### config.mk
export PLATFORM = sky130hd
export DESIGN_NAME = alut_execute
export DESIGN_NICKNAME = d
export VERILOG_FILES = /design/src/logic/alut_pkg.sv /design/src/logic/alut_execute.sv
export VERILOG_INCLUDE_DIRS = /design/src /design/src/logic
export SDC_FILE = /design/constraint.sdc
export NUM_CORES = 1
export LEC_CHECK = 0
export ABC_AREA = 1
export BUFFER_PORTS_ARGS = -buffer_cell sky130_fd_sc_hd__buf_4
export CAP_MARGIN = 40
export CORE_AREA = 4 4 140 142
export CTS_BUF_LIST = sky130_fd_sc_hd__clkbuf_16
export CTS_CLUSTER_DIAMETER = 40
export CTS_CLUSTER_SIZE = 25
export DETAILED_ROUTE_END_ITERATION = 10
export DIE_AREA = 0 0 144 146
export GPL_TIMING_DRIVEN = 0
export PLACE_DENSITY_LB_ADDON = 0.15
export SYNTH_ARGS = -nofsm -noshare
export SYNTH_HDL_FRONTEND = slang
export SYNTH_SLANG_ARGS = --single-unit
### constraint.sdc
create_clock -name pclk2 -period 2 [get_ports pclk2]
set_input_delay 0.2 -clock pclk2 [delete_from_list [all_inputs] [get_ports pclk2]]
set_output_delay 0.2 -clock pclk2 [all_outputs]
set_load 0.01 [all_outputs]
### src/logic/alut_macros.svh
`ifndef ALUT_MACROS_SVH
`define ALUT_MACROS_SVH

// table geometry
`define ALUT_DEPTH    256   // entries, direct mapped
`define ALUT_IDX_W    8     // table index width

// bridge ports
`define ALUT_PORT_W   2     // four ports

// frame counter used as time base
`define ALUT_STAMP_W  32

// one table word
// valid + port + stamp + mac
`define ALUT_DW       83

`endif

### src/logic/alut_pkg.sv
`default_nettype none

`include "alut_macros.svh"

package alut_pkg;

   // one table word as stored in alut_mem
   typedef struct packed {
      logic                     valid;
      logic [`ALUT_PORT_W-1:0]  port;   // port the mac was learned on
      logic [`ALUT_STAMP_W-1:0] stamp;  // frame count at learn time
      logic [47:0]              mac;
   } alut_entry_t;

   typedef enum logic [1:0] {
      FRAME = 2'd0,  // lookup dst, learn src
      SWEEP = 2'd1,  // age out stale entries
      NOP   = 2'd2
   } alut_op_t;

   // command payload, meaning depends on op
   typedef union packed {
      struct packed {
         logic [47:0]             dst_mac;
         logic [47:0]             src_mac;
         logic [`ALUT_PORT_W-1:0] src_port;
      } frame_f;
      struct packed {
         logic [`ALUT_STAMP_W-1:0]                  age_limit;
         logic [2*48+`ALUT_PORT_W-`ALUT_STAMP_W-1:0] pad;  // unused
      } sweep_f;
   } alut_cmd_u;

   typedef struct packed {
      alut_op_t  op;
      alut_cmd_u body;
   } alut_cmd_t;

   // decoded command, indices already folded
   typedef struct packed {
      alut_op_t                 op;
      logic [`ALUT_IDX_W-1:0]   dst_idx;
      logic [`ALUT_IDX_W-1:0]   src_idx;
      logic [47:0]              dst_mac;
      logic [47:0]              src_mac;
      logic [`ALUT_PORT_W-1:0]  src_port;
      logic [`ALUT_STAMP_W-1:0] age_limit;
   } alut_dec_t;

   typedef struct packed {
      logic                    hit;
      logic [`ALUT_PORT_W-1:0] fwd_port;  // zero on a miss
      logic                    flood;
      logic                    filter;    // dst sits on the src port, drop
   } alut_res_t;

endpackage

`default_nettype wire

### src/logic/alut_execute.sv
`default_nettype none

`include "alut_macros.svh"

module alut_execute
(
   input  logic                     pclk2,
   input  logic                     arst_n,
   input  logic                     dec_valid,
   input  alut_pkg::alut_dec_t      dec,
   input  logic                     ager_busy,
   // address port of the table
   output logic [`ALUT_IDX_W-1:0]   add_idx,
   output logic                     add_we,
   output alut_pkg::alut_entry_t    add_wdata,
   // to result stage, valid with the read data
   output logic                     lookup_valid,
   output logic [47:0]              lookup_mac,
   output logic [`ALUT_PORT_W-1:0]  lookup_port,
   // to ager
   output logic                     sweep_start,
   output logic [`ALUT_STAMP_W-1:0] age_limit,
   output logic [`ALUT_STAMP_W-1:0] now_stamp,
   output logic                     busy
);

   import alut_pkg::*;

   typedef enum logic [1:0] {
      EX_IDLE,   // read issued from here when a frame decodes
      EX_LEARN,  // read data back, learn write on the add port
      EX_DONE    // result registered, last busy cycle
   } ex_state_t;

   ex_state_t                state;
   logic [`ALUT_STAMP_W-1:0] frame_cnt;  // time base, counts frames
   logic                     frame_go;
   logic                     learning;
   // captured frame fields
   logic [`ALUT_IDX_W-1:0]   src_idx_q;
   logic [47:0]              src_mac_q;
   logic [47:0]              dst_mac_q;
   logic [`ALUT_PORT_W-1:0]  src_port_q;

   assign frame_go    = dec_valid && (dec.op == FRAME);
   assign sweep_start = dec_valid && (dec.op == SWEEP);  // one cycle pulse
   assign age_limit   = dec.age_limit;                    // ager latches it
   assign now_stamp   = frame_cnt;
   assign learning    = (state == EX_LEARN);

   // ----------------------------------------------------------
   // add port, lookup first then learn
   // ----------------------------------------------------------
   assign add_we  = learning;
   assign add_idx = learning ? src_idx_q : dec.dst_idx;

   always_comb
   begin
      add_wdata       = '0;
      add_wdata.valid = 1'b1;
      add_wdata.port  = src_port_q;
      add_wdata.stamp = frame_cnt;  // count before this frame's increment
      add_wdata.mac   = src_mac_q;
   end

   assign lookup_valid = learning;
   assign lookup_mac   = dst_mac_q;
   assign lookup_port  = src_port_q;

   assign busy = dec_valid || (state != EX_IDLE) || ager_busy;

   always_ff @(posedge pclk2 or negedge arst_n)
   begin
      if (!arst_n)
      begin
         state     <= EX_IDLE;
         frame_cnt <= '0;
      end
      else
      begin
         case (state)
            EX_IDLE:
               if (frame_go)
                  state <= EX_LEARN;
            EX_LEARN:
            begin
               state     <= EX_DONE;
               frame_cnt <= frame_cnt + 1'b1;  // wraps, ager diff is modular
            end
            default:
               state <= EX_IDLE;
         endcase
      end
   end

   always_ff @(posedge pclk2)
   begin
      if (frame_go)
      begin
         src_idx_q  <= dec.src_idx;
         src_mac_q  <= dec.src_mac;
         dst_mac_q  <= dec.dst_mac;
         src_port_q <= dec.src_port;
      end
   end

endmodule

`default_nettype wire

-- Yosys cells after proc, flatten, opt, wreduce, memory -nomap -nowiden
Index checks and enable logic that the tools add are counted.
- word-level logic and storage cells: 20
- input port bits: 152
- register bits: 140
- output and inout port bits: 209
- equality and inequality tests: 3
- add/subtract/negate cells: 1
- multiplexer cells: 3
- reduce and logical (&&, ||, !) cells: 7
- operator list (kind ; number):
    $add 32x1->32 const B ; 1
    $mux 8 ; 1
    $eq 2x1->1 const B ; 2
    $logic_not 2->1 ; 2
    $pmux 2 s2 ; 1
    $logic_and 1x1->1 ; 2
    $logic_or 1x1->1 ; 2
    $mux 2 ; 1
    $ne 2x2->1 const B ; 1
    $reduce_bool 2->1 ; 1

-- Logic depth before layout (Yosys ltp)
Gate-level depths: netlist of the first run.
- depth in word-level cells: 4
- depth in mapped cells: 9
- depth with buffers taken out: 8

-- Worst setup path after synthesis of the first run
Ideal clock, no wire load.
- path type: input-to-reg
- start: input port dec[146] (netlist name)
- end: register state[0]
- arrival: 8361 ps
- cell stages on the path: 2
- slack: -6476 ps
- data required time: 1885 ps
- path through: nor3_1 > and3_1
- cells in the longest elaborated chain, start to end: 3
- RTL lines (element ; RTL line ; source):
    start: declaration ; alut_execute.sv:10 ; input alut_pkg::alut_dec_t dec,
    $logic_not 2->1 ; alut_execute.sv:45 ; assign frame_go = dec_valid && (dec.op == FRAME);
    $logic_and 1x1->1 ; alut_execute.sv:45 ;
    $ne 2x2->1 (no line) ; n/a ;
    end signal: assignment ; alut_execute.sv:76 ; state <= EX_IDLE;
    end signal: assignment ; alut_execute.sv:84 ; state <= EX_LEARN;
    end signal: assignment ; alut_execute.sv:87 ; state <= EX_DONE;
    end: declaration ; alut_execute.sv:35 ; ex_state_t state;
No other way between the ends.
A chain may end at the register's enable or synchronous reset.

-- Worst setup path in the final report of the first run
- start: register state[0]
- end: output port add_idx[1]
- cells in the longest elaborated chain, start to end: 2
- RTL lines (element ; RTL line ; source):
    $eq 2x1->1 ; alut_execute.sv:49 ; assign learning = (state == EX_LEARN);
    $mux 8 ; alut_execute.sv:55 ; assign add_idx = learning ? src_idx_q : dec.dst_idx;
    end: declaration ; alut_execute.sv:13 ; output logic [`ALUT_IDX_W-1:0] add_idx,
No other way between the ends.

==> results of run 1 <==
## synth_stat cells
| cell | instances | area share (%) |
|---|---|---|
| sky130_fd_sc_hd__buf_6 | 1 | 0.20 |
| sky130_fd_sc_hd__nand2_1 | 92 | 6.1 |
| sky130_fd_sc_hd__ha_1 | 1 | 0.22 |
| sky130_fd_sc_hd__xnor2_1 | 5 | 0.77 |
| sky130_fd_sc_hd__nand3_2 | 2 | 0.35 |
| sky130_fd_sc_hd__inv_2 | 2 | 0.13 |
| sky130_fd_sc_hd__inv_1 | 36 | 2.4 |
| sky130_fd_sc_hd__buf_2 | 2 | 0.18 |
| sky130_fd_sc_hd__dfrtp_1 | 34 | 15 |
| sky130_fd_sc_hd__xor2_1 | 12 | 1.8 |
| sky130_fd_sc_hd__nor2_4 | 5 | 0.99 |
| sky130_fd_sc_hd__nor3b_1 | 1 | 0.13 |
| sky130_fd_sc_hd__edfxtp_1 | 106 | 56 |
| sky130_fd_sc_hd__nand3_1 | 24 | 2.1 |
| sky130_fd_sc_hd__nand4_1 | 10 | 1.1 |
| sky130_fd_sc_hd__and3_1 | 1 | 0.11 |
| sky130_fd_sc_hd__nand3b_1 | 5 | 0.66 |
| sky130_fd_sc_hd__buf_4 | 68 | 9.0 |
| sky130_fd_sc_hd__nor2_2 | 3 | 0.33 |
| sky130_fd_sc_hd__nand2_4 | 2 | 0.40 |
| sky130_fd_sc_hd__nor3_1 | 3 | 0.26 |
| sky130_fd_sc_hd__nor2_1 | 30 | 2.0 |
| sky130_fd_sc_hd__conb_1 | 1 | 0.066 |
## cell families after synthesis
logic type    after synthesis  synth area share (%)
simple gates              178                 14.47
buf+inv                   109                 11.84
xor+xnor                   17                 2.613
flops                     140                 70.79
fa+ha+maj                   1                0.2196
other cells                 1               0.06581
## layer usage
layer | GRT usage [%] | part of all wire (%) | vias to the layer above
met5 | 0 | 0 | -
met4 | 5.744 | 1.9 | 0
met3 | 6.342 | 10 | 25
met2 | 31.22 | 54 | 228
met1 | 17.21 | 34 | 2219
li1 | - | - | 2344
## power by group through the flow
stage / clock, mW / combinational, mW / sequential, mW
CTS: 3.02 / 1.15 / 3.41
global route: 3.12 / 1.22 / 3.43
detailed placement: 0 / 0.965 / 3.47
floorplan: 0 / 0.282 / 3.51
finish: 2.94 / 1.14 / 3.41
global placement: 0 / 0.948 / 3.47
## state kept, by name (all words and copies together), names as in the netlist
register     cells
lookup_mac      48
lookup_port      2
now_stamp       32
src_idx_q        8
src_mac_q       48
state            2
## critical path, stage by stage (launching register included)
cell and delay [ns]:
sky130_fd_sc_hd__dfrtp_1 0.40, sky130_fd_sc_hd__inv_2 0.08, sky130_fd_sc_hd__nor2_4 0.19, sky130_fd_sc_hd__buf_4 0.26, sky130_fd_sc_hd__nand2_1 0.10, sky130_fd_sc_hd__nand2_1 0.09
sky130_fd_sc_hd__buf_4 0.14
## layout make-up
class,count,area (um^2)
antenna,1,2.502
buffer,71,534.3
clock buffer,17,425.4
clock inverter,15,125.1
fill,1511,8269
inverter,38,155.1
multi-input combinational,197,1001
sequential,140,4034
tap,234,292.8
timing repair buffer,440,3616
## worst paths after layout
check                              from        endpoint  cells after the start
hold / removal                 dec[146]  lookup_mac[35]                      2
setup / recovery               state[0]      add_idx[1]                      6
hold reg to reg                state[1]        state[1]                      1
min in group asynchronous        arst_n   now_stamp[16]                      2
setup reg to reg           now_stamp[1]   now_stamp[26]                      9
max in group asynchronous        arst_n   now_stamp[22]                      2
## stage by stage
stage	cell area (um^2)	setup WS, ns	cells	utilization, %	TNS, ns
after CTS	10180	0.09120	1152	55.18	0
after floorplan	5722	-1.204	446	-	-128.70
final	10190	0.1331	1153	55.19	0
after global routing	10190	0.01269	1153	55.19	0
after global placement	8469	-2.345	1007	45.89	-248.35
after detailed placement	8559	0.2732	1013	46.38	0
## repair_timing
item                                    in CTS  in global routing
endpoints found under the setup margin       1                  0
hold endpoints to repair                   140                  0
buffers inserted                             0                  0
hold buffers                               107                  0
resized for setup                            1                  0
==> impl_summary.txt, run 1 <==
----------------------------------------------------
[Outcome]
  Outcome ... finished, final reports clean

[Critical path]
  Type of the worst setup path ... reg2out
  Critical-path maximum fanout ... 11
  Type of element launching the critical path ... register
  Data arrival at the endpoint of the critical path ... approximately 1.7 ns
  Setup slack of the most critical reg-to-reg path ... 0.30 ns
  Critical Path Sink Type ... output pin
  Required time at the worst-slack endpoint ... 1.80 ns

[Clocking]
  Clock insertion delay at the later pin of the skew report ... 0.41 ns
  CTS Root Cell ... sky130_fd_sc_hd__clkbuf_16
  Worst-path clk slew ... 0.06 ns
  Number of H-tree levels ... 4
  Total clock buffers created by CTS ... 17
  Total number of clock tree sinks ... 140
  Maximum buffer depth of the clock tree ... 2
  CTS tree ... built

[Timing]
  Final critical-path required period ... about 1.9 ns
  Setup skew after layout ... between 0.004 and 0.005 ns
  Final Cycle Share ... 93.35%
  Max frequency ... 0.5356 GHz
  Unrepaired setup endpoints after global routing ... false
  Hold Vio Cnt, Final ... 0
  Final slew viol count ... 0
  # setup viols final ... 0
  Worst slack on hold paths ... 0.1242 ns

[Power and ir drop]
  Internal power ... roughly 5.6 mW
  Clock power frac ... 39.2%
  Worst VDD drop ... 0.0005704 V
  Switch share ... about 25%
  Register share of total power ... between 40% and 50%
  Combinational Power Share ... between 10% and 20%
  Switching power of the nets ... about 1.9 mW
  P_leak ... 4.777 nW
  Pwr per Cell Area ... 734.2 nW/um^2
  Post-layout total power ... between 7 and 8 mW

[Place]
  Buffers added on ports ... 327
  DP Wirelength ... 13.63 mm
  Final weighted congestion in routability-driven placement ... 0.8040

[Synth]
  Number of instances in the synthesized netlist ... 446
  #FFs+latches synth ... 140
  Count of synthesis-stage warnings from yosys ... 0
  Post-synthesis sequential area ratio ... 70.79%
  Mapped Area ... 5698 um^2
  Post-Syn Nets ... ~600
  Mapped Avg Cell Area ... 12.78 um^2
  Count of different cell masters after synthesis ... 23

[Final layout]
  Number of nets in the finished design ... between 1,000 and 1,500
  Fraction of final layout cells with drive strength greater than 1 ... 49.24%
  Most common cell after layout, fill and taps aside ... sky130_fd_sc_hd__buf_4
  Most frequent cells in the layout ... 396 x sky130_fd_sc_hd__buf_4, 107 x sky130_fd_sc_hd__dlygate4sd3_1, 106 x sky130_fd_sc_hd__edfxtp_1, 92 x sky130_fd_sc_hd__nand2_1, 35 x sky130_fd_sc_hd__inv_1
  Area growth syn-to-layout ... 78.77%

[Route]
  TritonRoute pass-1 iters ... 4
  Via density ... around 4.2
  Number of vias in the routed layout ... 4,816
  Remaining antenna violation count after routing ... 0
  Violation count after the first detailed-routing iteration ... 130
  Average wire per cell in the routed design ... about 16 um
  Aggregate routed wire length ... ~18 mm
  Number of DRC violations after detailed routing ... 0

[Flow run]
  Max cap viols ... 0

[GRT]
  Via count of the first global-routing pass ... about 5,100
  Global routing usage summed across all routing layers ... around 17%
  Overflow left after global routing ... 0
  Initial antenna violation count ... 1
  Wire length of the first global-routing pass ... 27.26 mm
  Largest net degree at the start of global routing ... 35

[Floorplan]
  Core Rows ... 50
  Horiz. Die Dim ... 144 um
  Initial core utilization ... 30.87%
  CORE AREA ... 18,460 um^2
  Count of pins on the block boundary ... 361
  Height of the die ... between 100 and 150 um
  Area of the die ... 21,020 um^2

[Min path]
  Hold WC Path Type ... in2reg

----------------------------------------------------
Power figures use the tool's default switching activity.
==> run 2: changes to the inputs <==
Settings changed: CORE_AREA 4 4 140 142 to 5 5 136 138, DIE_AREA 0 0 144 146 to 0 0 141 143.
==> impl_summary.txt, run 2 (synthesized netlist as in run 1, its figures left out) <==
----------------------------------------------------
[GRT]
  Via count of the first global-routing pass ... 5,354 (+4.0%)
  Global routing usage summed across all routing layers ... 18.56% (+1.7 points)
  Initial antenna violation count ... 0 (-1)
  Wire length of the first global-routing pass ... 28.51 mm (+4.6%)
  Overflow left after global routing ... 0 (unchanged)
  Largest net degree at the start of global routing ... 35 (unchanged)

[Power and ir drop]
  Pwr per Cell Area ... 758.5 nW/um^2 (+3.3%)
  P_leak ... 4.828 nW (+1.1%)
  Post-layout total power ... 7.789 mW (+4.1%)
  Clock power frac ... 41.4% (+2.2 points)
  Worst VDD drop ... 0.0005895 V (+3.3%)
  Switch share ... 25.45% (+0.57 points)
  Combinational Power Share ... 14.7% (-0.5 points)
  Switching power of the nets ... 1.982 mW (+6.5%)
  Internal power ... 5.807 mW (+3.4%)
  Register share of total power ... 43.8% (-1.8 points)

[Clocking]
  Total number of clock tree sinks ... 140 (unchanged)
  Number of setup buffers added after CTS ... 0 (unchanged)
  Quantity of gates resized following cts ... 0 (-1)
  Worst-path clk slew ... 0.07 ns (about the same)
  CTS Root Cell ... sky130_fd_sc_hd__clkbuf_16
  Clock insertion delay at the later pin of the skew report ... 0.41 ns (about the same)
  Total clock buffers created by CTS ... 17 (unchanged)
  Number of H-tree levels ... 4 (unchanged)
  CTS tree ... built
  Maximum buffer depth of the clock tree ... 2 (unchanged)
  Count of hold-fix buffers inserted at cts ... 107 (unchanged)

[Place]
  Instance area at placement ... 8569 um^2 (+0.12%)
  Buffers added on ports ... 327 (unchanged)
  DP Wirelength ... 13.94 mm (+2.3%)
  Final weighted congestion in routability-driven placement ... 0.8686 (+8.0%)
  Placed insts ... 1,004 (-0.89%)
  Pre-CTS setup slack ... 0.08144 ns (-0.1917 ns)

[Final layout]
  Number of antenna diodes ... 0 (-1)
  Final core area utilization ... 60.20% (+5.0 points)
  Fillcell total ... 1,317 (-13%)
  Final cell area excluding filler cells ... 10,270 um^2 (+0.81%)
  Combined area of the multi-input logic cells ... 1001 um^2 (unchanged)
  Area growth syn-to-layout ... 80.22%
  Fraction of final layout cells with drive strength greater than 1 ... 49.29% (+0.055 points)
  FF/Latch Area ... 4034 um^2 (unchanged)
  Number of nets in the finished design ... 1,059 (+0.095%)
  Post-route non-filler standard cell count ... 1,144 (-0.78%)
  Most frequent cells in the layout ... 395 x sky130_fd_sc_hd__buf_4, 107 x sky130_fd_sc_hd__dlygate4sd3_1, 106 x sky130_fd_sc_hd__edfxtp_1, 92 x sky130_fd_sc_hd__nand2_1, 35 x sky130_fd_sc_hd__inv_1
  Most common cell after layout, fill and taps aside ... sky130_fd_sc_hd__buf_4

[Critical path]
  Critical path's largest stage delay ... 0.40 ns (about the same)
  Ordered cell list for the critical path ... inv_2, nor2_4, buf_2, nand2_1, nand2_1, buf_4
  Critical Path Sink Type ... output pin
  Type of the worst setup path ... reg2out
  Top cell by count, worst path ... sky130_fd_sc_hd__nand2_1
  Crit path buf inv count ... 3 (unchanged)
  Required time at the worst-slack endpoint ... 1.80 ns (about the same)
  Type of element launching the critical path ... register
  Critical-path maximum fanout ... 11 (unchanged)
  CP max-delay cell ... sky130_fd_sc_hd__dfrtp_1
  Largest delay contributor family on the critical path ... buffers and inverters
  Data arrival at the endpoint of the critical path ... 1.62 ns (-0.05 ns)

[Timing]
  Final critical-path required period ... 1.822 ns (-0.04467 ns)
  # setup viols final ... 0 (unchanged)
  Max frequency ... 0.5488 GHz (+2.5%)
  Final slew viol count ... 0 (unchanged)
  Unrepaired setup endpoints after global routing ... false
  Final Cycle Share ... 91.11% (-2.2 points)
  Setup skew after layout ... 0.005533 ns (+0.001229 ns)
  Hold Vio Cnt, Final ... 0 (unchanged)
  Worst slack on hold paths ... 0.2499 ns (+0.1257 ns)
  Post-route setup TNS ... 0 ns (unchanged)
  Least setup slack across all paths after layout ... 0.1778 ns (+0.04467 ns)

[Route]
  Violation count after the first detailed-routing iteration ... 208 (+60%)
  Remaining antenna violation count after routing ... 0 (unchanged)
  Average wire per cell in the routed design ... 16.66 um (+6.4%)
  TritonRoute pass-1 iters ... 4 (unchanged)
  Aggregate routed wire length ... 19.06 mm (+5.6%)
  Number of vias in the routed layout ... 4,905 (+1.8%)
  Number of DRC violations after detailed routing ... 0 (unchanged)
  Via density ... 4.288 (+2.6%)

[Floorplan]
  Height of the die ... 143 um (-2.1%)
  CORE AREA ... 17,060 um^2 (-7.6%)
  Area of the die ... 20,160 um^2 (-4.1%)
  Core Rows ... 48 (-4.0%)
  Horiz. Die Dim ... 141 um (-2.1%)
  Initial core utilization ... 33.41% (+2.5 points)
  Count of pins on the block boundary ... 361 (unchanged)

[Flow run]
  Max cap viols ... 0 (unchanged)

[Min path]
  Hold WC Path Type ... in2reg

[Outcome]
  Outcome ... finished, final reports clean

----------------------------------------------------
[run 2: cell count changes in the layout (fill, tap and decap cells not counted), sizes merged]
cell	delta
clkinvlp	-3
inv	+2
buf	+1
bufinv	+1
diode	-1
[run 2: worst register-to-register path, stage by stage, from the launching register on]
cell and delay (ns):
sky130_fd_sc_hd__dfrtp_1 0.46, sky130_fd_sc_hd__ha_1 0.24, sky130_fd_sc_hd__nand3_2 0.12, sky130_fd_sc_hd__nor2_4 0.17, sky130_fd_sc_hd__nand2_4 0.09, sky130_fd_sc_hd__nor2_4 0.14
sky130_fd_sc_hd__buf_6 0.15, sky130_fd_sc_hd__nand3_1 0.07, sky130_fd_sc_hd__nand2_1 0.07, sky130_fd_sc_hd__nand2_1 0.05
[run 2: area by class of cell]
type                       instances  area share, %
buffer                            71          5.179
clock buffer                      17          4.143
clock inverter                    15          1.828
inverter                          38          1.511
multi-input combinational        197          9.748
sequential                       140          39.28
tap                              225          2.742
timing repair buffer             441          35.57
[run 2: path summary, 6_finish.rpt]
path | startpoint | end | slack, ns | cells after the start
max reg2reg | now_stamp[1] | now_stamp[26] | 0.33 | 9
max | state[0] | add_idx[5] | 0.18 | 6
max in group asynchronous | arst_n | now_stamp[1] | 1.40 | 2
min | dec[146] | lookup_mac[2] | 0.25 | 3
min in group asynchronous | arst_n | now_stamp[28] | 0.28 | 2
min reg2reg | state[1] | state[1] | 0.52 | 1
[run 2: power groups by stage]
| stage | registers [mW] | logic [mW] | clock network [mW] |
|---|---|---|---|
| after floorplan | 3.51 | 0.282 | 0 |
| after global placement | 3.48 | 0.945 | 0 |
| after detailed placement | 3.47 | 0.975 | 0 |
| after CTS | 3.41 | 1.15 | 3.29 |
| after global routing | 3.43 | 1.22 | 3.47 |
| final | 3.41 | 1.15 | 3.23 |
[run 2: metal layers]
| metal | GRT usage (%) | vias to the layer above | share of wire (%) |
|---|---|---|---|
| li1 | - | 2344 | - |
| met5 | 0 | - | 0 |
| met4 | 7.241 | 0 | 2.5 |
| met3 | 8.674 | 27 | 11 |
| met1 | 18.18 | 2278 | 32 |
| met2 | 34.00 | 256 | 54 |
